## src/verilog/filter_pkg.sv

```systemverilog
// Shared sizes, encodings and packet/config types for the condition-filter stage
// Compiled first and imported by every RTL file and the testbench
package filter_pkg;

  // --------------------
  // Sizes
  localparam int NUM_FIELDS     = 4;
  localparam int FIELD_W        = 32;
  localparam int NUM_LANES      = 4;
  localparam int LANE_W         = 2;
  localparam int KERNEL_LATENCY = 3;

  // Wide enough for every packet a lane can hold between in_valid and res_valid
  localparam int INFLIGHT_W     = $clog2(KERNEL_LATENCY + 2);

  // --------------------
  // Encodings
  typedef enum logic [1:0] {
    SEQUENCE_INVALID = 2'd0,
    SEQUENCE_RUNNING = 2'd1,
    SEQUENCE_DONE    = 2'd2
  } field_state_e;

  // Codes 9 to 15 are undefined and pass the original copy through
  typedef enum logic [3:0] {
    FILTER_NOP         = 4'd0,
    FILTER_GT          = 4'd1,
    FILTER_LT          = 4'd2,
    FILTER_EQ          = 4'd3,
    FILTER_NOT_EQ      = 4'd4,
    FILTER_GT_TERN     = 4'd5,
    FILTER_LT_TERN     = 4'd6,
    FILTER_EQ_TERN     = 4'd7,
    FILTER_NOT_EQ_TERN = 4'd8
  } filter_op_e;

  // --------------------
  // Packet and lane configuration
  typedef struct packed {
    logic [NUM_FIELDS-1:0][FIELD_W-1:0] field;
    field_state_e [NUM_FIELDS-1:0]      field_state;
  } engine_packet_t;

  // ops_mask[i][j] set means operand slot i takes field j
  typedef struct packed {
    logic [NUM_FIELDS-1:0]                 const_mask;
    logic [NUM_FIELDS-1:0][NUM_FIELDS-1:0] ops_mask;
    logic [FIELD_W-1:0]                    const_value;
    logic [NUM_FIELDS-1:0]                 filter_mask;
    filter_op_e                            filter_operation;
    logic                                  equal_flag;
  } filter_cfg_t;

endpackage : filter_pkg

```

## src/verilog/filter_lane_if.sv

```systemverilog
// Connection bundle for one filter lane, from the dispatcher through a kernel to the collector
// Instantiated once per lane at the top level
`timescale 1ns/1ps

interface filter_lane_if;
  import filter_pkg::*;

  // Dispatcher side
  logic           pkt_valid;
  engine_packet_t pkt;
  filter_cfg_t    cfg;

  // Kernel result side
  logic           res_valid;
  engine_packet_t res;
  logic           res_pass;

  modport feed (
    output pkt_valid,
    output pkt,
    output cfg
  );

  modport kernel (
    input  pkt_valid,
    input  pkt,
    input  cfg,
    output res_valid,
    output res,
    output res_pass
  );

  modport drain (
    input res_valid,
    input res,
    input res_pass
  );

endinterface : filter_lane_if

```

## src/verilog/filter_cond_kernel.sv

```systemverilog
// One filter lane with three stages: operand select, ALU, output register
// Its configuration is sampled together with the packet in the first stage
`timescale 1ns/1ps

module filter_cond_kernel (
  input  logic          ap_clk,
  input  logic          rst_n,
  filter_lane_if.kernel lane
);
  import filter_pkg::*;

  // Stage 1
  engine_packet_t        ops_d;
  engine_packet_t        org_d;
  engine_packet_t        ops_q;
  engine_packet_t        org_q;
  filter_op_e            op_q;
  logic                  eq_q;
  logic [NUM_FIELDS-1:0] fmask1_q;
  logic                  s1_valid;

  // Stage 2
  logic [NUM_FIELDS-1:0] pair_eq;
  logic [NUM_FIELDS-1:0] pair_gt;
  logic [NUM_FIELDS-1:0] pair_lt;
  engine_packet_t        res_d;
  logic [NUM_FIELDS-1:0] cmp_d;
  engine_packet_t        res_q;
  logic [NUM_FIELDS-1:0] cmp_q;
  logic [NUM_FIELDS-1:0] fmask2_q;
  logic                  s2_valid;

  // Stage 3
  engine_packet_t        out_q;
  logic                  pass_q;
  logic                  s3_valid;

  // --------------------
  // Operand select
  always_comb begin
    for (int i = 0; i < NUM_FIELDS; i++) begin
      org_d.field[i]       = lane.pkt.field[i];
      org_d.field_state[i] = lane.pkt.field_state[i];
      ops_d.field[i]       = '0;
      ops_d.field_state[i] = SEQUENCE_INVALID;
      for (int j = 0; j < NUM_FIELDS; j++) begin
        if (lane.cfg.ops_mask[i][j]) begin
          org_d.field[i]       = lane.pkt.field[j];
          org_d.field_state[i] = lane.pkt.field_state[j];
          ops_d.field[i]       = lane.pkt.field[j];
          ops_d.field_state[i] = lane.pkt.field_state[j];
        end
      end
      // Constant overrides the routed field
      if (lane.cfg.const_mask[i]) begin
        ops_d.field[i]       = lane.cfg.const_value;
        ops_d.field_state[i] = SEQUENCE_RUNNING;
      end
    end
  end

  always_ff @(posedge ap_clk) begin
    ops_q    <= ops_d;
    org_q    <= org_d;
    op_q     <= lane.cfg.filter_operation;
    eq_q     <= lane.cfg.equal_flag;
    fmask1_q <= lane.cfg.filter_mask;
  end

  // --------------------
  // ALU
  // Each slot is compared with the next one, the last wraps to slot 0
  for (genvar i = 0; i < NUM_FIELDS; i++) begin : g_pair
    assign pair_eq[i] = ops_q.field[i] == ops_q.field[(i + 1) % NUM_FIELDS];
    assign pair_gt[i] = (ops_q.field[i] > ops_q.field[(i + 1) % NUM_FIELDS])
                      | (eq_q & pair_eq[i]);
    assign pair_lt[i] = (ops_q.field[i] < ops_q.field[(i + 1) % NUM_FIELDS])
                      | (eq_q & pair_eq[i]);
  end

  always_comb begin
    res_d = org_q;
    cmp_d = '1;
    case (op_q)
      FILTER_NOP:    res_d = ops_q;
      FILTER_GT:     cmp_d = pair_gt;
      FILTER_LT:     cmp_d = pair_lt;
      FILTER_EQ:     cmp_d = pair_eq;
      FILTER_NOT_EQ: cmp_d = ~pair_eq;
      FILTER_GT_TERN, FILTER_LT_TERN: begin
        res_d.field = ops_q.field;
        // Swap the first two operands unless the condition holds
        if ((op_q == FILTER_GT_TERN) ? !pair_gt[0] : !pair_lt[0]) begin
          res_d.field[0] = ops_q.field[1];
          res_d.field[1] = ops_q.field[0];
        end
      end
      FILTER_EQ_TERN, FILTER_NOT_EQ_TERN: begin
        res_d.field = ops_q.field;
        // Swap first and last operand when the condition holds
        if ((op_q == FILTER_EQ_TERN) ? pair_eq[0] : !pair_eq[0]) begin
          res_d.field[0]            = ops_q.field[NUM_FIELDS-1];
          res_d.field[NUM_FIELDS-1] = ops_q.field[0];
        end
      end
      default: res_d = org_q;
    endcase
  end

  always_ff @(posedge ap_clk) begin
    res_q    <= res_d;
    cmp_q    <= cmp_d;
    fmask2_q <= fmask1_q;
  end

  // --------------------
  // Output register
  always_ff @(posedge ap_clk) begin
    out_q  <= res_q;
    pass_q <= &(cmp_q | ~fmask2_q);
  end

  // Valid travels alongside the data
  always_ff @(posedge ap_clk) begin
    if (!rst_n) begin
      s1_valid <= 1'b0;
      s2_valid <= 1'b0;
      s3_valid <= 1'b0;
    end else begin
      s1_valid <= lane.pkt_valid;
      s2_valid <= s1_valid;
      s3_valid <= s2_valid;
    end
  end

  assign lane.res_valid = s3_valid;
  assign lane.res       = out_q;
  assign lane.res_pass  = pass_q;

  for (genvar i = 0; i < NUM_FIELDS; i++) begin : g_row_chk
    assert property (@(posedge ap_clk) disable iff (!rst_n)
      lane.pkt_valid |-> $onehot0(lane.cfg.ops_mask[i]))
      else $error("ops_mask row %0d selects more than one field", i);
  end

endmodule : filter_cond_kernel

```

## src/flat_wrapper.sv

```systemverilog
// flat-port wrapper written by rule: the top's interface ports become plain ports
module filter_cond_kernel_flat import filter_pkg::*;
  (ap_clk, rst_n, lane_pkt_valid, lane_pkt, lane_cfg, lane_res_valid, lane_res, lane_res_pass);
  filter_lane_if lane_i ();
  input  logic ap_clk;
  input  logic rst_n;
  input wire logic [$bits(lane_i.pkt_valid)-1:0] lane_pkt_valid;
  input wire logic [$bits(lane_i.pkt)-1:0] lane_pkt;
  input wire logic [$bits(lane_i.cfg)-1:0] lane_cfg;
  output wire logic [$bits(lane_i.res_valid)-1:0] lane_res_valid;
  output wire logic [$bits(lane_i.res)-1:0] lane_res;
  output wire logic [$bits(lane_i.res_pass)-1:0] lane_res_pass;
  assign lane_i.pkt_valid = lane_pkt_valid;
  assign lane_i.pkt = lane_pkt;
  assign lane_i.cfg = lane_cfg;
  assign lane_res_valid = lane_i.res_valid;
  assign lane_res = lane_i.res;
  assign lane_res_pass = lane_i.res_pass;
  filter_cond_kernel u_core (.ap_clk(ap_clk), .rst_n(rst_n), .lane(lane_i));
endmodule
```

## config.mk

```make
export PLATFORM = sky130hd
export DESIGN_NAME = filter_cond_kernel_flat
export DESIGN_NICKNAME = d
export VERILOG_FILES = /design/src/verilog/filter_pkg.sv /design/src/verilog/filter_lane_if.sv /design/src/verilog/filter_cond_kernel.sv /design/src/flat_wrapper.sv
export SDC_FILE = /design/constraint.sdc
export NUM_CORES = 1
export LEC_CHECK = 0
export ABC_AREA = 1
export ABC_CLOCK_PERIOD_IN_PS = 3700
export BUFFER_PORTS_ARGS = -buffer_cell sky130_fd_sc_hd__clkbuf_2
export CAP_MARGIN = 20
export CORE_MARGIN = 2
export CORE_UTILIZATION = 35
export CTS_CLUSTER_DIAMETER = 80
export DETAILED_ROUTE_END_ITERATION = 12
export HOLD_SLACK_MARGIN = 0.02
export PLACE_DENSITY = 0.62
export SLEW_MARGIN = 5
export SYNTH_ARGS = -nofsm -noshare
export SYNTH_HDL_FRONTEND = slang
export SYNTH_SLANG_ARGS = --single-unit
export TNS_END_PERCENT = 5
```

## constraint.sdc

```tcl
create_clock -name ap_clk -period 3.7 [get_ports ap_clk]
set_clock_uncertainty 0.15 [all_clocks]
set_input_delay 0.37 -clock ap_clk [delete_from_list [all_inputs] [get_ports ap_clk]]
set_output_delay 0.37 -clock ap_clk [all_outputs]
set_load 0.05 [all_outputs]
```

## After elaboration in Yosys (flattened, before gate mapping)

Cells that the tools add are included.
W data, S select, Z words.

| word-level totals | value |
|---|---|
| register bits after elaboration | 565 |
| latch bits | 0 |
| bits in writable memories | 0 |
| bits in read-only memories | 0 |
| output and inout port bits | 138 |
| memories | 0 |

| cells by class | value |
|---|---|
| $add $sub $neg | 0 |
| multipliers | 0 |
| divide/modulo/power cells | 0 |
| $lt $le $gt $ge | 8 |
| equality and inequality tests | 12 |
| shift operators | 0 |
| muxes and demuxes | 74 |
| bitwise logic cells | 15 |
| reduce and logical (&&, ||, !) cells | 7 |

Operator list:

| kind | number |
|---|---|
| $mux W32 | 37 |
| $pmux W128 S3 | 1 |
| $eq A32 B32 Y1 | 4 |
| $gt A32 B32 Y1 | 4 |
| $lt A32 B32 Y1 | 4 |
| $mux W64 | 1 |
| $mux W2 | 31 |
| $eq A4 B3 Y1 const B | 4 |
| $pmux W4 S4 | 1 |
| $eq A4 B2 Y1 const B | 2 |
| $mux W8 | 1 |
| $not A4 Y4 | 2 |
| $or A1 B1 Y1 | 8 |
| $and A1 B1 Y1 | 4 |
| $eq A4 B1 Y1 const B | 1 |
| $eq A4 B4 Y1 const B | 1 |
| $logic_not A4 Y1 | 1 |
| $or A4 B4 Y4 | 1 |
| $reduce_and A4 Y1 | 1 |
| $reduce_or A2 Y1 | 2 |
| $logic_not A1 Y1 | 3 |
| $mux W1 | 2 |

## Logic depth before layout (Yosys ltp)

Gate-level depths: netlist of run 1.

| depth | value |
|---|---|
| depth after elaboration | 7 |
| depth in mapped cells | 22 |
| mapped depth without buffers | 20 |

## Worst setup path before layout of run 1

Ideal clock, no wire load.

| path | value |
|---|---|
| path kind | register to register |
| start | register u_core.ops_q[71] (netlist name) |
| end | register u_core.res_q[64] (netlist name) |
| library setup time | 0.112 ns |
| arrival time | 2.108 ns |
| data required time | 3.438 ns |
| slack | 1.330 ns |
| stages on the path, launching flop included | 17 |
| path through | dfxtp_1 > inv_1 > ha_1 > nand2_1 > nor2_1 > nand2_1 > nor3b_2 > nand2_2 > or2_1 > nand3_1 > buf_4 > buf_6 > nand3_1 > nand2_1 > nand2_1 > nand2_1 > nand2_1 |

RTL lines:

| element | line | RTL |
|---|---|---|
| from (decl) | filter_cond_kernel.sv:15 | `engine_packet_t ops_q;` |
| from (signal assigned) | filter_cond_kernel.sv:63 | `ops_q <= ops_d;` |
| to (signal assigned) | filter_cond_kernel.sv:111 | `res_q <= res_d;` |
| to (decl) | filter_cond_kernel.sv:28 | `engine_packet_t res_q;` |

==> qor.txt, run 1 <==
IO Port Bufs = 337
Synth area leader = dfxtp_1
Met3 Wirelength = 9830 µm
share of layout cells above drive strength 1 = 12.7%
Int Pwr = 0.0124 W
Hold Crit Start = lane_pkt[0]
r2r setup slk = 450 ps
Final period util = 87.9%
part of the power in registers = 39.7%
Post-synth ARST share = 0%
top sig layer = met5
synth top area cells = dfxtp_1, nand2_1, a21oi_1
total CTS buffers = 67
met2 WL post-DR = 46200 µm
Worst-Margin Slew = 1010 ps
sequential-to-total area share from yosys stat = 43.1%
FF+latch count, synth = 565
Placeable Area = 74300 µm²
synthesized netlist cell count = 3654
clock network fraction of total power = 38.4%
Antenna Nets Post-Route = 0
CTS Sinks = 565
Slew Limit Fails = 0
CP Max Fanout = 24
combinational share of power = 21.9%
initial antenna violation count = 9
Worst IR Drop VDD = 315 µV
Critical Path Start Type = flop
clk root buf = clkbuf_16
Ys Warns = 0
Area Overhead vs Synth = 24.1%
Critical Path RT = 4030 ps
RSZ-0062 raised after global routing = false
critical path type = reg2reg
WHS Path Cells = 5
Worst-path clk slew = 60 ps
worst rel slew slack = 32.5%
CTS tree = yes
most used cell, CP = nand2_1
status = complete, no violations
cell chain of the critical path = inv_1 > ha_1 > nand2_1 > nor2_1 > nand2_1 > nor3b_2 > nand2_2 > inv_1 > nand2_1 > nand2_1 > nand2_2 > nand2_2 > buf_4 > nand2_1 > nand3_1 > a21oi_1
routability cong. = 0.914
DIE AREA = 77100 µm²
WHS Endpoint = u_core.ops_q[2]
Syn Std Cell Area = 26200 µm²
H-tree depth = 3
Initial Util = 35.3%
Row Count = 100
CP max-delay cell = buf_4
Syn Area/Cell = 7.18 µm²
Leakage = 15.7 nW
vias post-DR = 26805
setup ws final = 447 ps
fin cells = 5052
total power draw = 0.0182 W
P_sw = 0.00587 W
syn nets = 3982
Hold Vio Cnt, Final = 0
switching share of power = 32.2%
most common cell in the synthesized netlist = nand2_1
Crit. End Element = flop
vias in the first global route = 25347
DP Cell Count = 4796
Worst R2R End = u_core.res_q[13]
post-cts resize count = 0
hpwl dp = 71000 µm
Max Clk Rate = 0.307 GHz
Die H = 278 µm
Setup Viol. Count Final = 0
reg-to-reg startpoint = u_core.ops_q[69]
Tot GR Track Use = 26.5%
Crit path largest cell delay = 390 ps
via/cell ratio = 5.31
fin nets = 4356
first-pass GRT wire length = 156000 µm
Reg2Reg Depth = 16
drt drc = 0
drt pass-1 iters = 6
top post-synthesis cells by count = nand2_1, dfxtp_1, a21oi_1
CTS Buffer Depth = 3
initial drt markers = 2885
Yosys top cell area share = 43.1%
DIE WIDTH = 278 µm
clock latency on the worst-skew pair = 610 ps
max_cap viols = 0
Pwr Density = 561 nW/µm²
min-delay worst type = in2reg
Most used DFF post-synth = dfxtp_1
setup tns final = 0 ps
# IOs = 338
pre-CTS setup slack = 510 ps
Avg WL per Cell = 20.9 µm
largest net degree at the start of global routing = 73
min cycle time layout = 3250 ps
grt ovf = 0
Post-synth EDFFs = 0
DRT Wirelength = 106000 µm
wl on met1 = 44700 µm
Unique masters post-synth = 41
Critical Path AT = 3590 ps
-- metrics by stage --
step / area [µm²] / hold WS [ps] / util [%]
2_1_floorplan: 26200 / 160 / -
3_3_place_gp: 28900 / 161 / 38.8
3_5_place_dp: 28900 / 162 / 38.8
4_1_cts: 32500 / 37.9 / 43.8
5_1_grt: 32500 / 72.0 / 43.8
6_report: 32500 / 71.8 / 43.8
-- cells in the final DEF (no fill, tap or decap), drive strengths merged --
cell type,synthesis,layout
a211oi,1,1
a21o,1,1
a21oi,464,464
a221oi,65,65
a22oi,36,36
a31o,1,1
a31oi,1,1
buf,59,61
bufinv,0,10
clkbuf,164,430
clkinv,3,12
clkinvlp,0,3
dfxtp,565,565
diode,0,5
dlygate4sd3,0,132
ha,128,128
inv,381,383
nand2,1002,1002
nand3,114,114
nand3b,2,2
nand4,9,9
nor2,197,197
nor3,9,9
nor3b,1,1
nor4,5,5
nor4b,1,1
o2111ai,1,1
o211a,2,2
o211ai,38,38
o21a,6,6
o21ai,356,356
o221ai,33,33
o22ai,4,4
or2,2,2
or4,2,2
xnor2,1,1
-- worst max path at each step --
stage / startpoint / slack (ps) / cells past startpoint / end
finish: u_core.ops_q[69] / 450 / 16 / u_core.res_q[13]
detailed placement: u_core.ops_q[69] / 510 / 16 / u_core.res_q[8]
global placement: u_core.ops_q[71] / 570 / 16 / u_core.res_q[16]
CTS: u_core.ops_q[69] / 480 / 16 / u_core.res_q[13]
floorplan: u_core.ops_q[71] / 1330 / 16 / u_core.res_q[64]
global route: u_core.ops_q[69] / 190 / 16 / u_core.res_q[13]
-- flip-flops by register name (all words and copies together) (netlist names), 4 cells and up --
signal and count:
u_core.lane.res 136, u_core.ops_q 136, u_core.org_q 136, u_core.res_q 136, u_core.cmp_q 4, u_core.fmask1_q 4
u_core.fmask2_q 4, u_core.op_q 4
-- layout make-up --
cell class	count	area [µm²]
Clock buffer	95	1940
Fill cell	7494	41800
Sequential cell	565	11300
Clock inverter	24	398
Tap cell	969	1210
Timing Repair Buffer	528	3640
Antenna cell	5	12.5
Multi-Input combinational cell	2482	12600
Inverter	384	1440
-- worst max-delay path, delay by kind of cell (launching register included) --
| family | cells | cell delay [ps] |
|---|---|---|
| DFF | 1 | 360 |
| buffers and inverters | 3 | 560 |
| and+or+nand+nor | 11 | 1650 |
| AOI/OAI and AO/OA | 1 | 80 |
| adders and majority gates | 1 | 300 |
-- metal layers --
layer	vias up	global-route usage, %
li1	12808	-
met1	12190	35.0
met2	1478	41.5
met3	319	5.21
met4	10	12.5
met5	-	0
-- power by group through the flow --
stage,clock (W),sequential [W],combinational (W)
2_1_floorplan,0,0.00803,0.00174
3_3_place_gp,0,0.00737,0.00378
3_5_place_dp,0,0.00736,0.00380
4_1_cts,0.00712,0.00724,0.00395
5_1_grt,0.00737,0.00730,0.00433
6_report,0.00701,0.00724,0.00399
-- repair_timing --
| item | CTS | global route |
|---|---|---|
| endpoints found under the setup margin | 0 | 0 |
| endpoints found under the hold margin | 283 | 0 |
| buffers inserted | 0 | 0 |
| hold buffers | 132 | 0 |
-- cells by family (layout without fill, tap and decap cells) --
| logic type | count (synthesis) | count (layout) | synth area share [%] |
|---|---|---|---|
| fa+ha+maj | 128 | 128 | 6.11 |
| other cells | 0 | 5 | 0 |
| buf+inv | 607 | 1031 | 9.04 |
| compound gates | 1009 | 1009 | 21.6 |
| simple gates | 1344 | 1344 | 20.1 |
| flops | 565 | 565 | 43.1 |
| xor+xnor | 1 | 1 | 0.0334 |
No activity file was read; power rests on OpenSTA's default activity.
==> inputs of run 2 (changes only) <==
- CTS_BUF_LIST: default -> sky130_fd_sc_hd__clkbuf_8
- HOLD_SLACK_MARGIN: 0.02 -> 0.15
==> run 2 against run 1 <==
First-iteration DRC count rose by 4.6%. Clock power fell by 12%. Largest cell class unchanged. Non-clock buffer count rose by 252. Fmax fell by 6.0%. Cell count rose by 6.2%. Critical path depth fell by 4. Sequential cell count did not move. Worst setup slack got worse by 210 ps. Global-route usage rose by 0.72 points. Final area rose by 7.1%.
==> qor.txt, run 2 (synthesis gave the netlist of run 1 again) <==
DIE WIDTH = 278 µm (unchanged)
Reg2Reg Depth = 16 (unchanged)
Worst IR Drop VDD = 335 µV (+6.6%)
Hold Vio Cnt, Final = 0 (unchanged)
via/cell ratio = 5.25 (-1.1%)
grt ovf = 0 (unchanged)
Setup Viol. Count Final = 0 (unchanged)
r2r setup slk = 430 ps (-20 ps)
Crit. End Element = flop
vias in the first global route = 27128 (+7.0%)
share of layout cells above drive strength 1 = 13.0% (+0.31 points)
CP Max Fanout = 21 (-13%)
Worst-path clk slew = 60 ps (about the same)
DRT Wirelength = 108000 µm (+2.8%)
drt pass-1 iters = 8 (+2)
Critical Path RT = 4170 ps (+140 ps)
vias post-DR = 28153 (+5.0%)
reg-to-reg startpoint = u_core.ops_q[69]
clock latency on the worst-skew pair = 730 ps (+120 ps)
critical path type = in2reg
CTS tree = yes
largest net degree at the start of global routing = 73 (unchanged)
Critical Path Start Type = primary input
Final period util = 93.5% (+5.6 points)
Slew Limit Fails = 0 (unchanged)
global route hottest layer = met2
Tot GR Track Use = 27.2% (+0.72 points)
CTS Sinks = 565 (unchanged)
first-pass GRT wire length = 161000 µm (+3.4%)
Post-Layout Inst Area = 34900 µm² (+7.1%)
drt drc = 0 (unchanged)
cell chain of the critical path = dlygate4sd3_1 > clkbuf_2 > inv_2 > buf_4 > o21ai_0 > dlygate4sd3_1 > o221ai_1 > nand2_1 > o211ai_1 > dlygate4sd3_1 > o21ai_0 > dlygate4sd3_1
most common cell after layout, fill and taps aside = nand2_1
Die H = 278 µm (unchanged)
GR Layer Usage met2 = 42.7% (+1.2 points)
GR Util met1 = 35.1% (about the same)
Hold Crit Start = u_core.res_q[97]
placed cell areas = 28900 µm² (unchanged)
status = complete, no violations
Antenna Nets Post-Route = 0 (unchanged)
Setup crit start = lane_cfg[43]
DP Cell Count = 4796 (unchanged)
Placeable Area = 74300 µm² (unchanged)
RSZ-0062 raised after global routing = false
initial antenna violation count = 9 (unchanged)
Critical Path AT = 3930 ps (+340 ps)
most used cell, CP = dlygate4sd3_1
WHS Path Cells = 0 (-5)
min cycle time layout = 3460 ps (+207 ps)
Max Clk Rate = 0.289 GHz (-6.0%)
max_cap viols = 0 (unchanged)
Pwr Density = 508 nW/µm² (-9.3%)
Worst-Margin Slew = 1030 ps (+17.0 ps)
IO Port Bufs = 337 (unchanged)
min-delay worst type = reg2reg
footprint of the multi-input gates = 12600 µm² (unchanged)
Avg WL per Cell = 20.2 µm (-3.2%)
fin nets = 4638 (+6.5%)
Sequential cell area = 11300 µm² (unchanged)
Crit path largest cell delay = 590 ps (+200 ps)
worst rel slew slack = 31.4% (-1.1 points)
total CTS buffers = 97 (+45%)
CP max-delay cell = dlygate4sd3_1
met3 GRT Util = 5.90% (+0.69 points)
Area Overhead vs Synth = 32.9%
number of cells on the critical path = 12 (-4)
Buf/Inv on CP = 7 (+4)
clk root buf = clkbuf_8
Row Count = 100 (unchanged)
DIE AREA = 77100 µm² (unchanged)
CTS Buffer Depth = 3 (unchanged)
Leakage = 16.8 nW (+6.8%)
setup tns final = 0 ps (unchanged)
commonest cells after routing, fill and taps aside = nand2_1, dfxtp_1, a21oi_1
H-tree depth = 3 (unchanged)
routability cong. = 0.914 (unchanged)
initial drt markers = 3017 (+4.6%)
# IOs = 338 (unchanged)
critical path's top delay family = buffers and inverters
Filler cells = 7376 (-1.6%)
post-cts resize count = 0 (unchanged)
Initial Util = 35.3% (unchanged)
fin cells = 5367 (+6.2%)
hpwl dp = 71000 µm (unchanged)
[run 2: changes by cell type in the layout (fill, tap and decap cells not counted), sizes merged]
cell	delta
bufinv	-2
clkbuf	+21
clkinv	+14
clkinvlp	+1
diode	+4
dlygate4sd3	+252
inv	+25
[run 2: what timing repair did]
item / in CTS / in global routing
hold buffers: 384 / 0
buffers inserted: 0 / 0
setup endpoints to repair: 0 / 0
hold endpoints to repair: 284 / 0
[run 2: metal layers]
layer	vias up	share of wire, %	wire length [µm]
li1	13392	-	-
met1	12848	41	44900
met2	1551	44	47400
met3	356	9.7	10600
met4	6	5.1	5580
met5	-	0.035	38
[run 2: path summary, 6_finish.rpt]
check | endpoint
min reg2reg | u_core.lane.res[97]
max reg2reg | u_core.res_q[15]
min | u_core.lane.res[97]
max | u_core.ops_q[21]
[run 2: report_power, final]
part | total (W) | internal, W | switching [W] | leakage (nW)
Combinational | 0.00429 | 0.00139 | 0.00291 | 10.9
Clock | 0.00618 | 0.00344 | 0.00274 | 1.19
Sequential | 0.00725 | 0.00686 | 0.000383 | 4.76
Total | 0.0177 | 0.0117 | 0.00603 | 16.8
[run 2: through the flow]
stage	setup slack (ps)	utilization [%]	hold slack, ps	total power [W]
CTS	423	46.9	160	0.0178
detailed placement	510	38.8	162	0.0112
global route	112	46.9	164	0.0185
global placement	570	38.8	161	0.0111
floorplan	1330	-	160	0.00977
finish	240	46.9	168	0.0177
[run 2: area by class of cell]
class                           count  area share [%]
Clock inverter                     62            1.52
Inverter                          384            4.14
Clock buffer                      116            4.58
Antenna cell                        9          0.0646
Sequential cell                   565            32.4
Multi-Input combinational cell   2482            36.1
Tap cell                          969            3.48
Timing Repair Buffer              780            17.7
